==> src/source/camera_pkg.sv <==
`default_nettype none

package camera_pkg;

  // sensor frame geometry (720p output mode)
  localparam int unsigned SENSOR_WIDTH  = 1280;
  localparam int unsigned SENSOR_HEIGHT = 720;

  localparam int unsigned HCOUNT_BITS = $clog2(SENSOR_WIDTH);  // 11 bits
  localparam int unsigned VCOUNT_BITS = $clog2(SENSOR_HEIGHT); // 10 bits

  // flops per pin in the input synchronizer
  localparam int unsigned SYNC_STAGES = 2;

  typedef logic [7:0] cam_byte_t; // one byte from the parallel bus

  // rgb565, first byte of a pair lands in [15:8]
  // [15:11] red, [10:5] green, [4:0] blue
  typedef logic [15:0] pixel_t;

  typedef logic [HCOUNT_BITS-1:0] hcount_t; // sensor column index
  typedef logic [VCOUNT_BITS-1:0] vcount_t; // sensor line index

  // which half of the pixel the next captured byte supplies
  typedef enum logic {
    phase_upper,
    phase_lower
  } byte_phase_e;

endpackage

`default_nettype wire

==> src/source/frame_buffer_pkg.sv <==
`default_nettype none

package frame_buffer_pkg;

  // stored image after down-sampling the 1280x720 sensor frame
  localparam int unsigned FB_WIDTH  = 320;
  localparam int unsigned FB_HEIGHT = 180;

  localparam int unsigned FB_DEPTH = FB_WIDTH * FB_HEIGHT; // 57600 words

  // keep one pixel in 2**DOWNSAMPLE_SHIFT per dimension
  localparam int unsigned DOWNSAMPLE_SHIFT = 2;

  localparam int unsigned FB_ADDR_BITS = $clog2(FB_DEPTH); // 16 bits

  // word address into the frame buffer, row major
  typedef logic [FB_ADDR_BITS-1:0] fb_addr_t;

endpackage

`default_nettype wire

==> src/source/camera_input_sync.sv <==
`timescale 1ns/1ns
`default_nettype none

module camera_input_sync import camera_pkg::*; (
  input  wire        clk_camera,
  input  wire        sys_rst_camera,
  input  cam_byte_t  cam_data_i,  // async sensor pins
  input  wire        cam_pclk_i,
  input  wire        cam_hsync_i,
  input  wire        cam_vsync_i,
  output cam_byte_t  data_o,      // SYNC_STAGES cycles behind the pins
  output logic       pclk_o,
  output logic       hsync_o,
  output logic       vsync_o
);

  cam_byte_t              data_sync [SYNC_STAGES]; // index 0 is the pin side
  logic [SYNC_STAGES-1:0] pclk_sync;
  logic [SYNC_STAGES-1:0] hsync_sync;
  logic [SYNC_STAGES-1:0] vsync_sync;

  // data bus chain, only qualified by the control pins downstream
  always_ff @(posedge clk_camera) begin
    data_sync[0] <= cam_data_i;
    for (int i = 1; i < SYNC_STAGES; i++) begin
      data_sync[i] <= data_sync[i-1];
    end
  end

  always_ff @(posedge clk_camera) begin
    if (sys_rst_camera) begin
      pclk_sync  <= '1; // high so a pclk already up at release is no edge
      hsync_sync <= '0;
      vsync_sync <= '0; // reads as outside a frame
    end else begin
      pclk_sync  <= {pclk_sync[SYNC_STAGES-2:0], cam_pclk_i};
      hsync_sync <= {hsync_sync[SYNC_STAGES-2:0], cam_hsync_i};
      vsync_sync <= {vsync_sync[SYNC_STAGES-2:0], cam_vsync_i};
    end
  end

  assign data_o  = data_sync[SYNC_STAGES-1];
  assign pclk_o  = pclk_sync[SYNC_STAGES-1];
  assign hsync_o = hsync_sync[SYNC_STAGES-1];
  assign vsync_o = vsync_sync[SYNC_STAGES-1];

endmodule

`default_nettype wire

==> src/source/pixel_reconstruct.sv <==
`timescale 1ns/1ns
`default_nettype none

module pixel_reconstruct import camera_pkg::*; (
  input  wire        clk_camera,
  input  wire        sys_rst_camera,
  input  cam_byte_t  cam_data_i,     // synchronized sensor bus
  input  wire        cam_pclk_i,
  input  wire        cam_hsync_i,
  input  wire        cam_vsync_i,
  output logic       pixel_valid_o,  // one cycle per completed pixel
  output pixel_t     pixel_data_o,
  output hcount_t    pixel_hcount_o, // column of the pixel in pixel_data_o
  output vcount_t    pixel_vcount_o  // line of the pixel in pixel_data_o
);

  logic        pclk_prev;   // pclk one cycle ago
  logic        pclk_rise;
  logic        hsync_prev;  // hsync seen at the previous pclk edge
  byte_phase_e phase;
  cam_byte_t   upper_byte;  // first byte of the pair in progress
  hcount_t     hcount;
  vcount_t     vcount;

  // rising edge of the sampled pixel clock, one cycle wide
  assign pclk_rise = cam_pclk_i && !pclk_prev;

  // control path: edge history, byte phase, counters, valid pulse
  always_ff @(posedge clk_camera) begin
    if (sys_rst_camera) begin
      pclk_prev     <= 1'b1; // set, so a pclk high at release is not taken as an edge
      hsync_prev    <= 1'b0;
      phase         <= phase_upper;
      hcount        <= '0;
      vcount        <= '0;
      pixel_valid_o <= 1'b0;
    end else begin
      pclk_prev     <= cam_pclk_i;
      pixel_valid_o <= 1'b0; // default, pulse only on pair completion

      // column moves on once the pulse has carried the current index
      if (pixel_valid_o) begin
        hcount <= hcount + hcount_t'(1);
      end

      if (pclk_rise) begin
        hsync_prev <= cam_hsync_i;
        if (!cam_vsync_i) begin
          // vertical blanking, start of a new frame
          hcount <= '0;
          vcount <= '0;
          phase  <= phase_upper;
        end else if (!cam_hsync_i) begin
          // horizontal blanking, drops any half pixel left on the line
          hcount <= '0;
          phase  <= phase_upper;
          if (hsync_prev) begin
            vcount <= vcount + vcount_t'(1); // first blank edge after a line
          end
        end else if (phase == phase_upper) begin
          phase <= phase_lower;
        end else begin
          phase         <= phase_upper;
          pixel_valid_o <= 1'b1;
        end
      end
    end
  end

  // payload path, qualified by phase and pixel_valid_o
  always_ff @(posedge clk_camera) begin
    if (pclk_rise && cam_vsync_i && cam_hsync_i) begin
      if (phase == phase_upper) begin
        upper_byte <= cam_data_i;                  // red + green[5:3]
      end else begin
        pixel_data_o <= {upper_byte, cam_data_i}; // lower byte is green[2:0] + blue
      end
    end
  end

  assign pixel_hcount_o = hcount;
  assign pixel_vcount_o = vcount;

endmodule

`default_nettype wire

==> src/source/frame_writer.sv <==
`timescale 1ns/1ns
`default_nettype none

module frame_writer
  import camera_pkg::*;
  import frame_buffer_pkg::*;
(
  input  wire       clk_camera,
  input  wire       sys_rst_camera,
  input  wire       pixel_valid_i,
  input  pixel_t    pixel_data_i,
  input  hcount_t   pixel_hcount_i,
  input  vcount_t   pixel_vcount_i,
  output fb_addr_t  fb_addr_o,  // held until the next write
  output pixel_t    fb_data_o,
  output logic      fb_we_o     // one cycle per stored pixel
);

  logic     keep;     // pixel lands on the down-sampled grid
  hcount_t  col_ds;   // column after down-sampling
  vcount_t  row_ds;   // line after down-sampling
  fb_addr_t row_base; // first word of the stored row
  fb_addr_t wr_addr;

  // both low index bits zero, one pixel kept per 4x4 block
  assign keep = pixel_valid_i
             && (pixel_hcount_i[DOWNSAMPLE_SHIFT-1:0] == '0)
             && (pixel_vcount_i[DOWNSAMPLE_SHIFT-1:0] == '0);

  assign col_ds   = pixel_hcount_i >> DOWNSAMPLE_SHIFT; // 0..319
  assign row_ds   = pixel_vcount_i >> DOWNSAMPLE_SHIFT; // 0..179
  assign row_base = fb_addr_t'(row_ds * FB_WIDTH);
  assign wr_addr  = row_base + fb_addr_t'(col_ds); // row major

  always_ff @(posedge clk_camera) begin
    if (sys_rst_camera) begin
      fb_we_o <= 1'b0;
    end else begin
      fb_we_o <= keep; // pixel_valid_i is a pulse, so this is too
    end
  end

  // address and pixel only move on a kept pixel
  always_ff @(posedge clk_camera) begin
    if (keep) begin
      fb_addr_o <= wr_addr;
      fb_data_o <= pixel_data_i;
    end
  end

endmodule

`default_nettype wire

==> src/source/camera_capture.sv <==
`timescale 1ns/1ns
`default_nettype none

module camera_capture
  import camera_pkg::*;
  import frame_buffer_pkg::*;
(
  input  wire        clk_camera,
  input  wire        sys_rst_camera,
  input  cam_byte_t  cam_data_i,  // parallel sensor pins, async
  input  wire        cam_pclk_i,
  input  wire        cam_hsync_i,
  input  wire        cam_vsync_i,
  output fb_addr_t   fb_addr_o,   // write port of the 320x180 frame buffer
  output pixel_t     fb_data_o,
  output logic       fb_we_o
);

  cam_byte_t data_sync;
  logic      pclk_sync;
  logic      hsync_sync;
  logic      vsync_sync;

  logic      pixel_valid;
  pixel_t    pixel_data;
  hcount_t   pixel_hcount;
  vcount_t   pixel_vcount;

  // pins into the camera clock domain, 2 cycles
  camera_input_sync i_camera_input_sync (
    .clk_camera     (clk_camera),
    .sys_rst_camera (sys_rst_camera),
    .cam_data_i     (cam_data_i),
    .cam_pclk_i     (cam_pclk_i),
    .cam_hsync_i    (cam_hsync_i),
    .cam_vsync_i    (cam_vsync_i),
    .data_o         (data_sync),
    .pclk_o         (pclk_sync),
    .hsync_o        (hsync_sync),
    .vsync_o        (vsync_sync)
  );

  // byte pairs to rgb565 plus sensor coordinates, 1 cycle
  pixel_reconstruct i_pixel_reconstruct (
    .clk_camera     (clk_camera),
    .sys_rst_camera (sys_rst_camera),
    .cam_data_i     (data_sync),
    .cam_pclk_i     (pclk_sync),
    .cam_hsync_i    (hsync_sync),
    .cam_vsync_i    (vsync_sync),
    .pixel_valid_o  (pixel_valid),
    .pixel_data_o   (pixel_data),
    .pixel_hcount_o (pixel_hcount),
    .pixel_vcount_o (pixel_vcount)
  );

  // 4x down-sample and write strobe, 1 cycle
  frame_writer i_frame_writer (
    .clk_camera     (clk_camera),
    .sys_rst_camera (sys_rst_camera),
    .pixel_valid_i  (pixel_valid),
    .pixel_data_i   (pixel_data),
    .pixel_hcount_i (pixel_hcount),
    .pixel_vcount_i (pixel_vcount),
    .fb_addr_o      (fb_addr_o),
    .fb_data_o      (fb_data_o),
    .fb_we_o        (fb_we_o)
  );

endmodule

`default_nettype wire

==> config.mk <==
export PLATFORM = sky130hd
export DESIGN_NAME = camera_capture
export DESIGN_NICKNAME = d
export VERILOG_FILES = /design/src/source/camera_pkg.sv /design/src/source/frame_buffer_pkg.sv /design/src/source/camera_input_sync.sv /design/src/source/pixel_reconstruct.sv /design/src/source/frame_writer.sv /design/src/source/camera_capture.sv
export SDC_FILE = /design/constraint.sdc
export NUM_CORES = 1
export LEC_CHECK = 0
export BUFFER_PORTS_ARGS = -buffer_cell sky130_fd_sc_hd__buf_2
export CAP_MARGIN = 20
export CORE_UTILIZATION = 50
export DETAILED_ROUTE_END_ITERATION = 12
export GPL_TIMING_DRIVEN = 0
export PLACE_DENSITY = 0.75
export RECOVER_POWER = 25
export SLEW_MARGIN = 20
export SYNTH_ARGS = -nofsm -noshare
export SYNTH_HDL_FRONTEND = slang
export SYNTH_SLANG_ARGS = --single-unit
==> constraint.sdc <==
create_clock -name clk_camera -period 4.2 [get_ports clk_camera]
set_clock_uncertainty 0.05 [all_clocks]
set_input_delay 0.84 -clock clk_camera [delete_from_list [all_inputs] [get_ports clk_camera]]
set_output_delay 0.84 -clock clk_camera [all_outputs]
set_load 0.01 [all_outputs]
==> results.ini, run 1 <==
[outcome]
status=complete, no violations

[final_layout]
fillCellCount=556
stdcell_count=437
synthToLayoutAreaGrowth_pct=14.9
drive_gt1_share_pct=22.2
antenna_cells=0
layout_commonest_cell=edfxtp_1
fin_nets=367
regArea_sq_um=2640
design_area_sq_um=4440
layout_common_cells=edfxtp_1 (56), dfxtp_1 (48), buf_2 (46), nor2_1 (21), ha_1 (19)
multi_input_area_sq_um=1150

[setup_path]
r2r_cells=9
r2r-end=i_frame_writer.fb_addr_o[15]$_DFFE_PP_
start_kind=register
worstPathArrival_ps=2710
endpoint_kind=register
worstPathRequired_ps=4270
r2r_setup_slack_ps=1560
r2r_start=i_pixel_reconstruct.pixel_vcount_o[3]$_SDFFE_PP0P_
startpoint=i_pixel_reconstruct.pixel_vcount_o[3]$_SDFFE_PP0P_
path_max_fanout=8
crit_type=reg2reg
endpoint=i_frame_writer.fb_addr_o[15]$_DFFE_PP_

[floorplan]
initial_utilization_pct=52.4
io_pins=46
die_area_sq_um=8080
num_rows=31
dieWidth_microns=89.9
chipHeight_microns=89.9
core_area_sq_um=7370

[clock_network]
tritoncts=done
clk_pin_slew_worst_paths_ps=110
post_cts_buffers=0
cts_inserted_buffers=9
cts_hold_buf=0
cts.repair.resized=0
clk_latency_ps=370
cts_root_buffer=clkbuf_8
cts_num_sinks=104
cts_max_level=3
clockBufferDepth=2

[global_routing]
grt_start_max_net_pins=34
grt_pass1_wl_mm=8.89
grt.overflow.total=0
antenna_found_initial=0
track_usage_pct=14.3
grt_pass1_vias=2012

[power]
p_sw_share_pct=22.5
switchingPower_w=0.000383
pwr-share-seq_pct=63.3
vdd_drop_max_v=0.000261
cellInternalPower_w=0.00132
pwr-share-comb_pct=1.0
cellLeakagePower_nw=1.69
powerDensity_nw_per_um2=384
clkPwrFrac_pct=35.8

[drt]
drtPass1Iterations=4
drc=0
ant_nets=0
via_count=2092
wl_per_cell_microns=12.2
via_per_inst=4.79
wl_mm=5.33
initialDrtViolationCount=72

[sta]
finalHoldViolCount=0
fmax_ghz=0.379
rsz0062_at_grt=no
setup_ws_ps=1560
setup_viol_count_final=0
relSlewSlack_pct=47.8
fin_crit_ps=2640
finalSetupTns_ps=0
worstMarginPinSlew_ps=778
hold-worst-slack_ps=287
final_max_slew_viol_count=0
fin_crit_sh_pct=62.8

[synthesis]
synth-async-reset-ratio_pct=0
synth-main-ff-cell=edfxtp_1
synth_cells=276
ys_ff_latch=104
ys_types=42
synth_area_per_cell_sq_um=14.0
synth-edff-count=56
synth_area_sq_um=3860
synth_warnings=0
yosysSeqAreaShare_pct=68.4
syn_nets=310

[min_path]
worstHoldStart=i_camera_input_sync.data_sync[0][1]$_DFF_P_
hp-class=reg2reg

[job]
drv_cap=0

[placed_design]
place.gp.congestion=0.752
pre_cts_ws_ps=1570
port_buffers=45
post_dp_cell_area_sq_um=4230
dp.cells=421
dp_hpwl_mm=3.76

cell usage after synthesis (3+ instances only):
library cell | n | area (sq um)
edfxtp_1 | 56 | 1680
dfxtp_1 | 48 | 961
nor2_1 | 21 | 78.8
ha_1 | 19 | 238
inv_1 | 17 | 63.8
xnor2_1 | 15 | 131
xor2_1 | 12 | 105
nand2_1 | 11 | 41.3
a21oi_1 | 8 | 40.0
nand3_1 | 8 | 40.0
nor2b_1 | 8 | 50.1
nand4_1 | 5 | 31.3
nor3_1 | 4 | 20.0
o21ai_0 | 4 | 20.0
and3_1 | 3 | 18.8
nand2b_1 | 3 | 18.8
or2_2 | 3 | 18.8
logic make-up after synthesis:
kind of cell / after synthesis / synth area share, %
and+or+nand+nor: 78 / 10.7
AOI/OAI and AO/OA: 24 / 4.99
xor gates and xnor gates: 27 / 6.12
adders and majority gates: 21 / 7.19
muxes: 2 / 0.551
DFF: 104 / 68.4
buffers and inverters: 20 / 1.98
layer usage:
layer | track usage, % | part of all wire, %
met1 | 16.7 | 47
met2 | 24.3 | 48
met3 | 5.33 | 4.4
met4 | 4.84 | 1.1
met5 | 0 | 0
area by class of cell:
cell class	count	share of cell area, %
tap	99	2.79
inverter	17	1.44
clock inverter	7	1.89
clock buffer	9	2.79
multi-input combinational	152	26.0
sequential	104	59.6
buffer	3	0.282
timing repair buffer	46	5.25
state kept, by name, indices dropped and copies added, names as in the netlist:
register,flops
i_frame_writer.fb_we_o,1
i_camera_input_sync.data_sync,16
i_pixel_reconstruct.pixel_vcount_o,10
i_pixel_reconstruct.pclk_prev,1
i_pixel_reconstruct.pixel_valid_o,1
i_pixel_reconstruct.pixel_hcount_o,11
i_camera_input_sync.hsync_sync,2
i_pixel_reconstruct.hsync_prev,1
i_camera_input_sync.vsync_sync,2
i_pixel_reconstruct.upper_byte,8
i_pixel_reconstruct.phase,1
i_frame_writer.fb_addr_o,16
i_frame_writer.fb_data_o,16
i_camera_input_sync.pclk_sync,2
i_pixel_reconstruct.pixel_data_o,16
worst min path at each step:
stage	to	slack, ps	depth (start not counted)
2_1_floorplan	i_camera_input_sync.data_sync[0][10]$_DFF_P_	260	0
3_3_place_gp	i_camera_input_sync.data_sync[0][10]$_DFF_P_	260	0
3_5_place_dp	i_camera_input_sync.data_sync[0][14]$_DFF_P_	260	0
4_1_cts	i_camera_input_sync.data_sync[0][14]$_DFF_P_	290	0
5_1_grt	i_camera_input_sync.data_sync[0][9]$_DFF_P_	300	0
6_report	i_camera_input_sync.data_sync[0][9]$_DFF_P_	290	0
worst max-delay path: stages, from the launching register on:
cell      delay, ps
dfxtp_1         530
ha_1            290
ha_1            210
inv_1            70
fa_1            240
nor2b_4          50
o311a_1         310
or4_4           420
o311ai_2        110
xnor2_1         110
power groups by stage:
| stage | Sequential [W] | Combinational [W] | Clock (W) |
|---|---|---|---|
| final | 0.00108 | 0.0000166 | 0.000609 |
| after global routing | 0.00108 | 0.0000184 | 0.000660 |
| after CTS | 0.00108 | 0.0000168 | 0.000625 |
| after detailed placement | 0.00110 | 0.0000168 | 0 |
| after global placement | 0.00110 | 0.0000160 | 0 |
| after floorplan | 0.00110 | 0.00000845 | 0 |
metrics by stage:
step / power [W] / utilization, %
after detailed placement: 0.00112 / 57.4
after floorplan: 0.00111 / -
after global routing: 0.00176 / 60.2
final: 0.00170 / 60.2
after CTS: 0.00172 / 60.2
after global placement: 0.00112 / 57.1
Note: power is estimated with default switching activity, not from simulation.
==> run 2: changes to the inputs <==
--- a/config.mk
+++ b/config.mk
@@ -10,7 +10,7 @@
 export CORE_UTILIZATION = 50
 export DETAILED_ROUTE_END_ITERATION = 12
 export GPL_TIMING_DRIVEN = 0
-export PLACE_DENSITY = 0.75
+export PLACE_DENSITY = 0.78
 export RECOVER_POWER = 25
 export SLEW_MARGIN = 20
 export SYNTH_ARGS = -nofsm -noshare
==> constraint.sdc (replaced) <==
create_clock -name clk_camera -period 2.1 [get_ports clk_camera]
set_clock_uncertainty 0.05 [all_clocks]
set_input_delay 0.42 -clock clk_camera [delete_from_list [all_inputs] [get_ports clk_camera]]
set_output_delay 0.42 -clock clk_camera [all_outputs]
set_load 0.01 [all_outputs]
==> results.ini, run 2 (synthesized netlist as in run 1, its figures left out) <==
[outcome]
status=finished with violations
violations=negative setup slack

[global_routing]
track_usage_pct=14.9
antenna_found_initial=0
grt_pass1_wl_mm=9.50
grt_start_max_net_pins=34
grt.overflow.total=0
grt_pass1_vias=2124

[setup_path]
endpoint=i_frame_writer.fb_addr_o[15]$_DFFE_PP_
r2r_start=i_pixel_reconstruct.pixel_vcount_o[3]$_SDFFE_PP0P_
worst_path_most_repeated_cell=ha_4
slowest_delay_ps=430
critical_path.top_delay_family=adder cells
worstPathRequired_ps=2180
r2r_cells=9
crit_chain=ha_4 > ha_4 > inv_2 > fa_2 > nor2b_4 > o311a_1 > or4_4 > o311ai_4 > xnor2_1
crit_buf_inv=1
endpoint_kind=register
cpMaxStageDelayCell=or4_4
r2r-end=i_frame_writer.fb_addr_o[15]$_DFFE_PP_
path_max_fanout=2
crit_type=reg2reg
cp.depth=9
start_kind=register
startpoint=i_pixel_reconstruct.pixel_vcount_o[3]$_SDFFE_PP0P_
r2r_setup_slack_ps=-230
worstPathArrival_ps=2410

[placed_design]
dp_hpwl_mm=3.69
place.gp.congestion=0.744
port_buffers=45

[power]
vdd_drop_max_v=0.000579
total_power_w=0.00340
cellLeakagePower_nw=1.76
powerDensity_nw_per_um2=728

[min_path]
hp-class=in2reg

[sta]
relSlewSlack_pct=49.2
setup_ws_ps=-233
fin_crit_ps=2330
setup_viol_count_final=3
finalSetupTns_ps=-528
fin_crit_sh_pct=111
rsz0062_at_grt=yes
hold-worst-slack_ps=94.4
final_max_slew_viol_count=0
finalHoldViolCount=0
worstMarginPinSlew_ps=759
fmax_ghz=0.429

[clock_network]
cts_num_sinks=104
clockBufferDepth=2
tritoncts=done
clk_pin_slew_worst_paths_ps=110
clk_latency_ps=360
cts_max_level=3
cts_hold_buf=0
cts_inserted_buffers=9
cts_root_buffer=clkbuf_8

[final_layout]
antenna_cells=0
layout_common_cells=edfxtp_1 (56), buf_2 (46), dfxtp_1 (41), nor2_1 (21), inv_1 (16)
fillCellCount=569
layout_commonest_cell=edfxtp_1
multi_input_area_sq_um=1310
drive_gt1_share_pct=29.9
fin_nets=373
synthToLayoutAreaGrowth_pct=20.8
regArea_sq_um=2660

[floorplan]
dieWidth_microns=89.9
num_rows=31
chipHeight_microns=89.9
die_area_sq_um=8080
core_area_sq_um=7370
initial_utilization_pct=52.4
io_pins=46

[drt]
routed-wl-met3_microns=183
initialDrtViolationCount=80
wl_mm=5.39
highest_layer=met4
drc=0
ant_nets=0
wl_met2_mm=2.69
via_per_inst=4.89
drtPass1Iterations=4
wirelength_met1_mm=2.43
wl_per_cell_microns=12.2
via_count=2165

[job]
drv_cap=0

## run 2: how the worst min path moves through the flow
stage	from	endpoint	slack (ps)	cells after the start
3_3_place_gp	i_camera_input_sync.data_sync[0][2]$_DFF_P_	i_camera_input_sync.data_sync[0][10]$_DFF_P_	260	0
2_1_floorplan	i_camera_input_sync.data_sync[0][2]$_DFF_P_	i_camera_input_sync.data_sync[0][10]$_DFF_P_	260	0
4_1_cts	cam_data_i[6]	i_camera_input_sync.data_sync[0][6]$_DFF_P_	70	1
5_1_grt	cam_data_i[6]	i_camera_input_sync.data_sync[0][6]$_DFF_P_	60	1
3_5_place_dp	i_camera_input_sync.data_sync[0][4]$_DFF_P_	i_camera_input_sync.data_sync[0][12]$_DFF_P_	260	0
6_report	cam_data_i[3]	i_camera_input_sync.data_sync[0][3]$_DFF_P_	90	1
## run 2: stage by stage
stage,instances,util (%),instance area [sq um],worst slack (ps)
3_5_place_dp,420,58.1,4280,-316
5_1_grt,443,63.3,4660,-295
2_1_floorplan,276,-,3920,-156
6_report,443,63.3,4660,-233
4_1_cts,440,62.1,4580,-230
3_3_place_gp,420,57.9,4270,-282
## run 2: repair_timing
| action | CTS | global route |
|---|---|---|
| buffers inserted | 4 | 3 |
| gates resized for setup | 10 | 12 |
| setup endpoints to repair | 4 | 4 |
| pin swaps | 4 | 7 |
## run 2: final cells by class
cell class	count	share of cell area, %
flip-flops and latches	104	57.1
clock buffers	9	2.66
repair buffers	52	6.22
plain buffers	3	0.268
well taps	99	2.66
clock inverters	7	1.77
inverters	17	1.37
multi-input cells	152	28.0
## run 2: power breakdown
| part | total (W) | leakage (nW) | switching, W | internal [W] |
|---|---|---|---|---|
| sequential | 0.00215 | 0.918 | 0.00000887 | 0.00214 |
| combinational | 0.0000332 | 0.741 | 0.0000180 | 0.0000151 |
| clock | 0.00121 | 0.101 | 0.000734 | 0.000479 |
| total | 0.00340 | 1.76 | 0.000761 | 0.00264 |
## run 2: per-layer routing
layer	track usage, %	up-vias
met3	3.81	10
met5	0	-
met4	6.85	0
li1	-	1101
met2	24.7	41
met1	18.5	1013
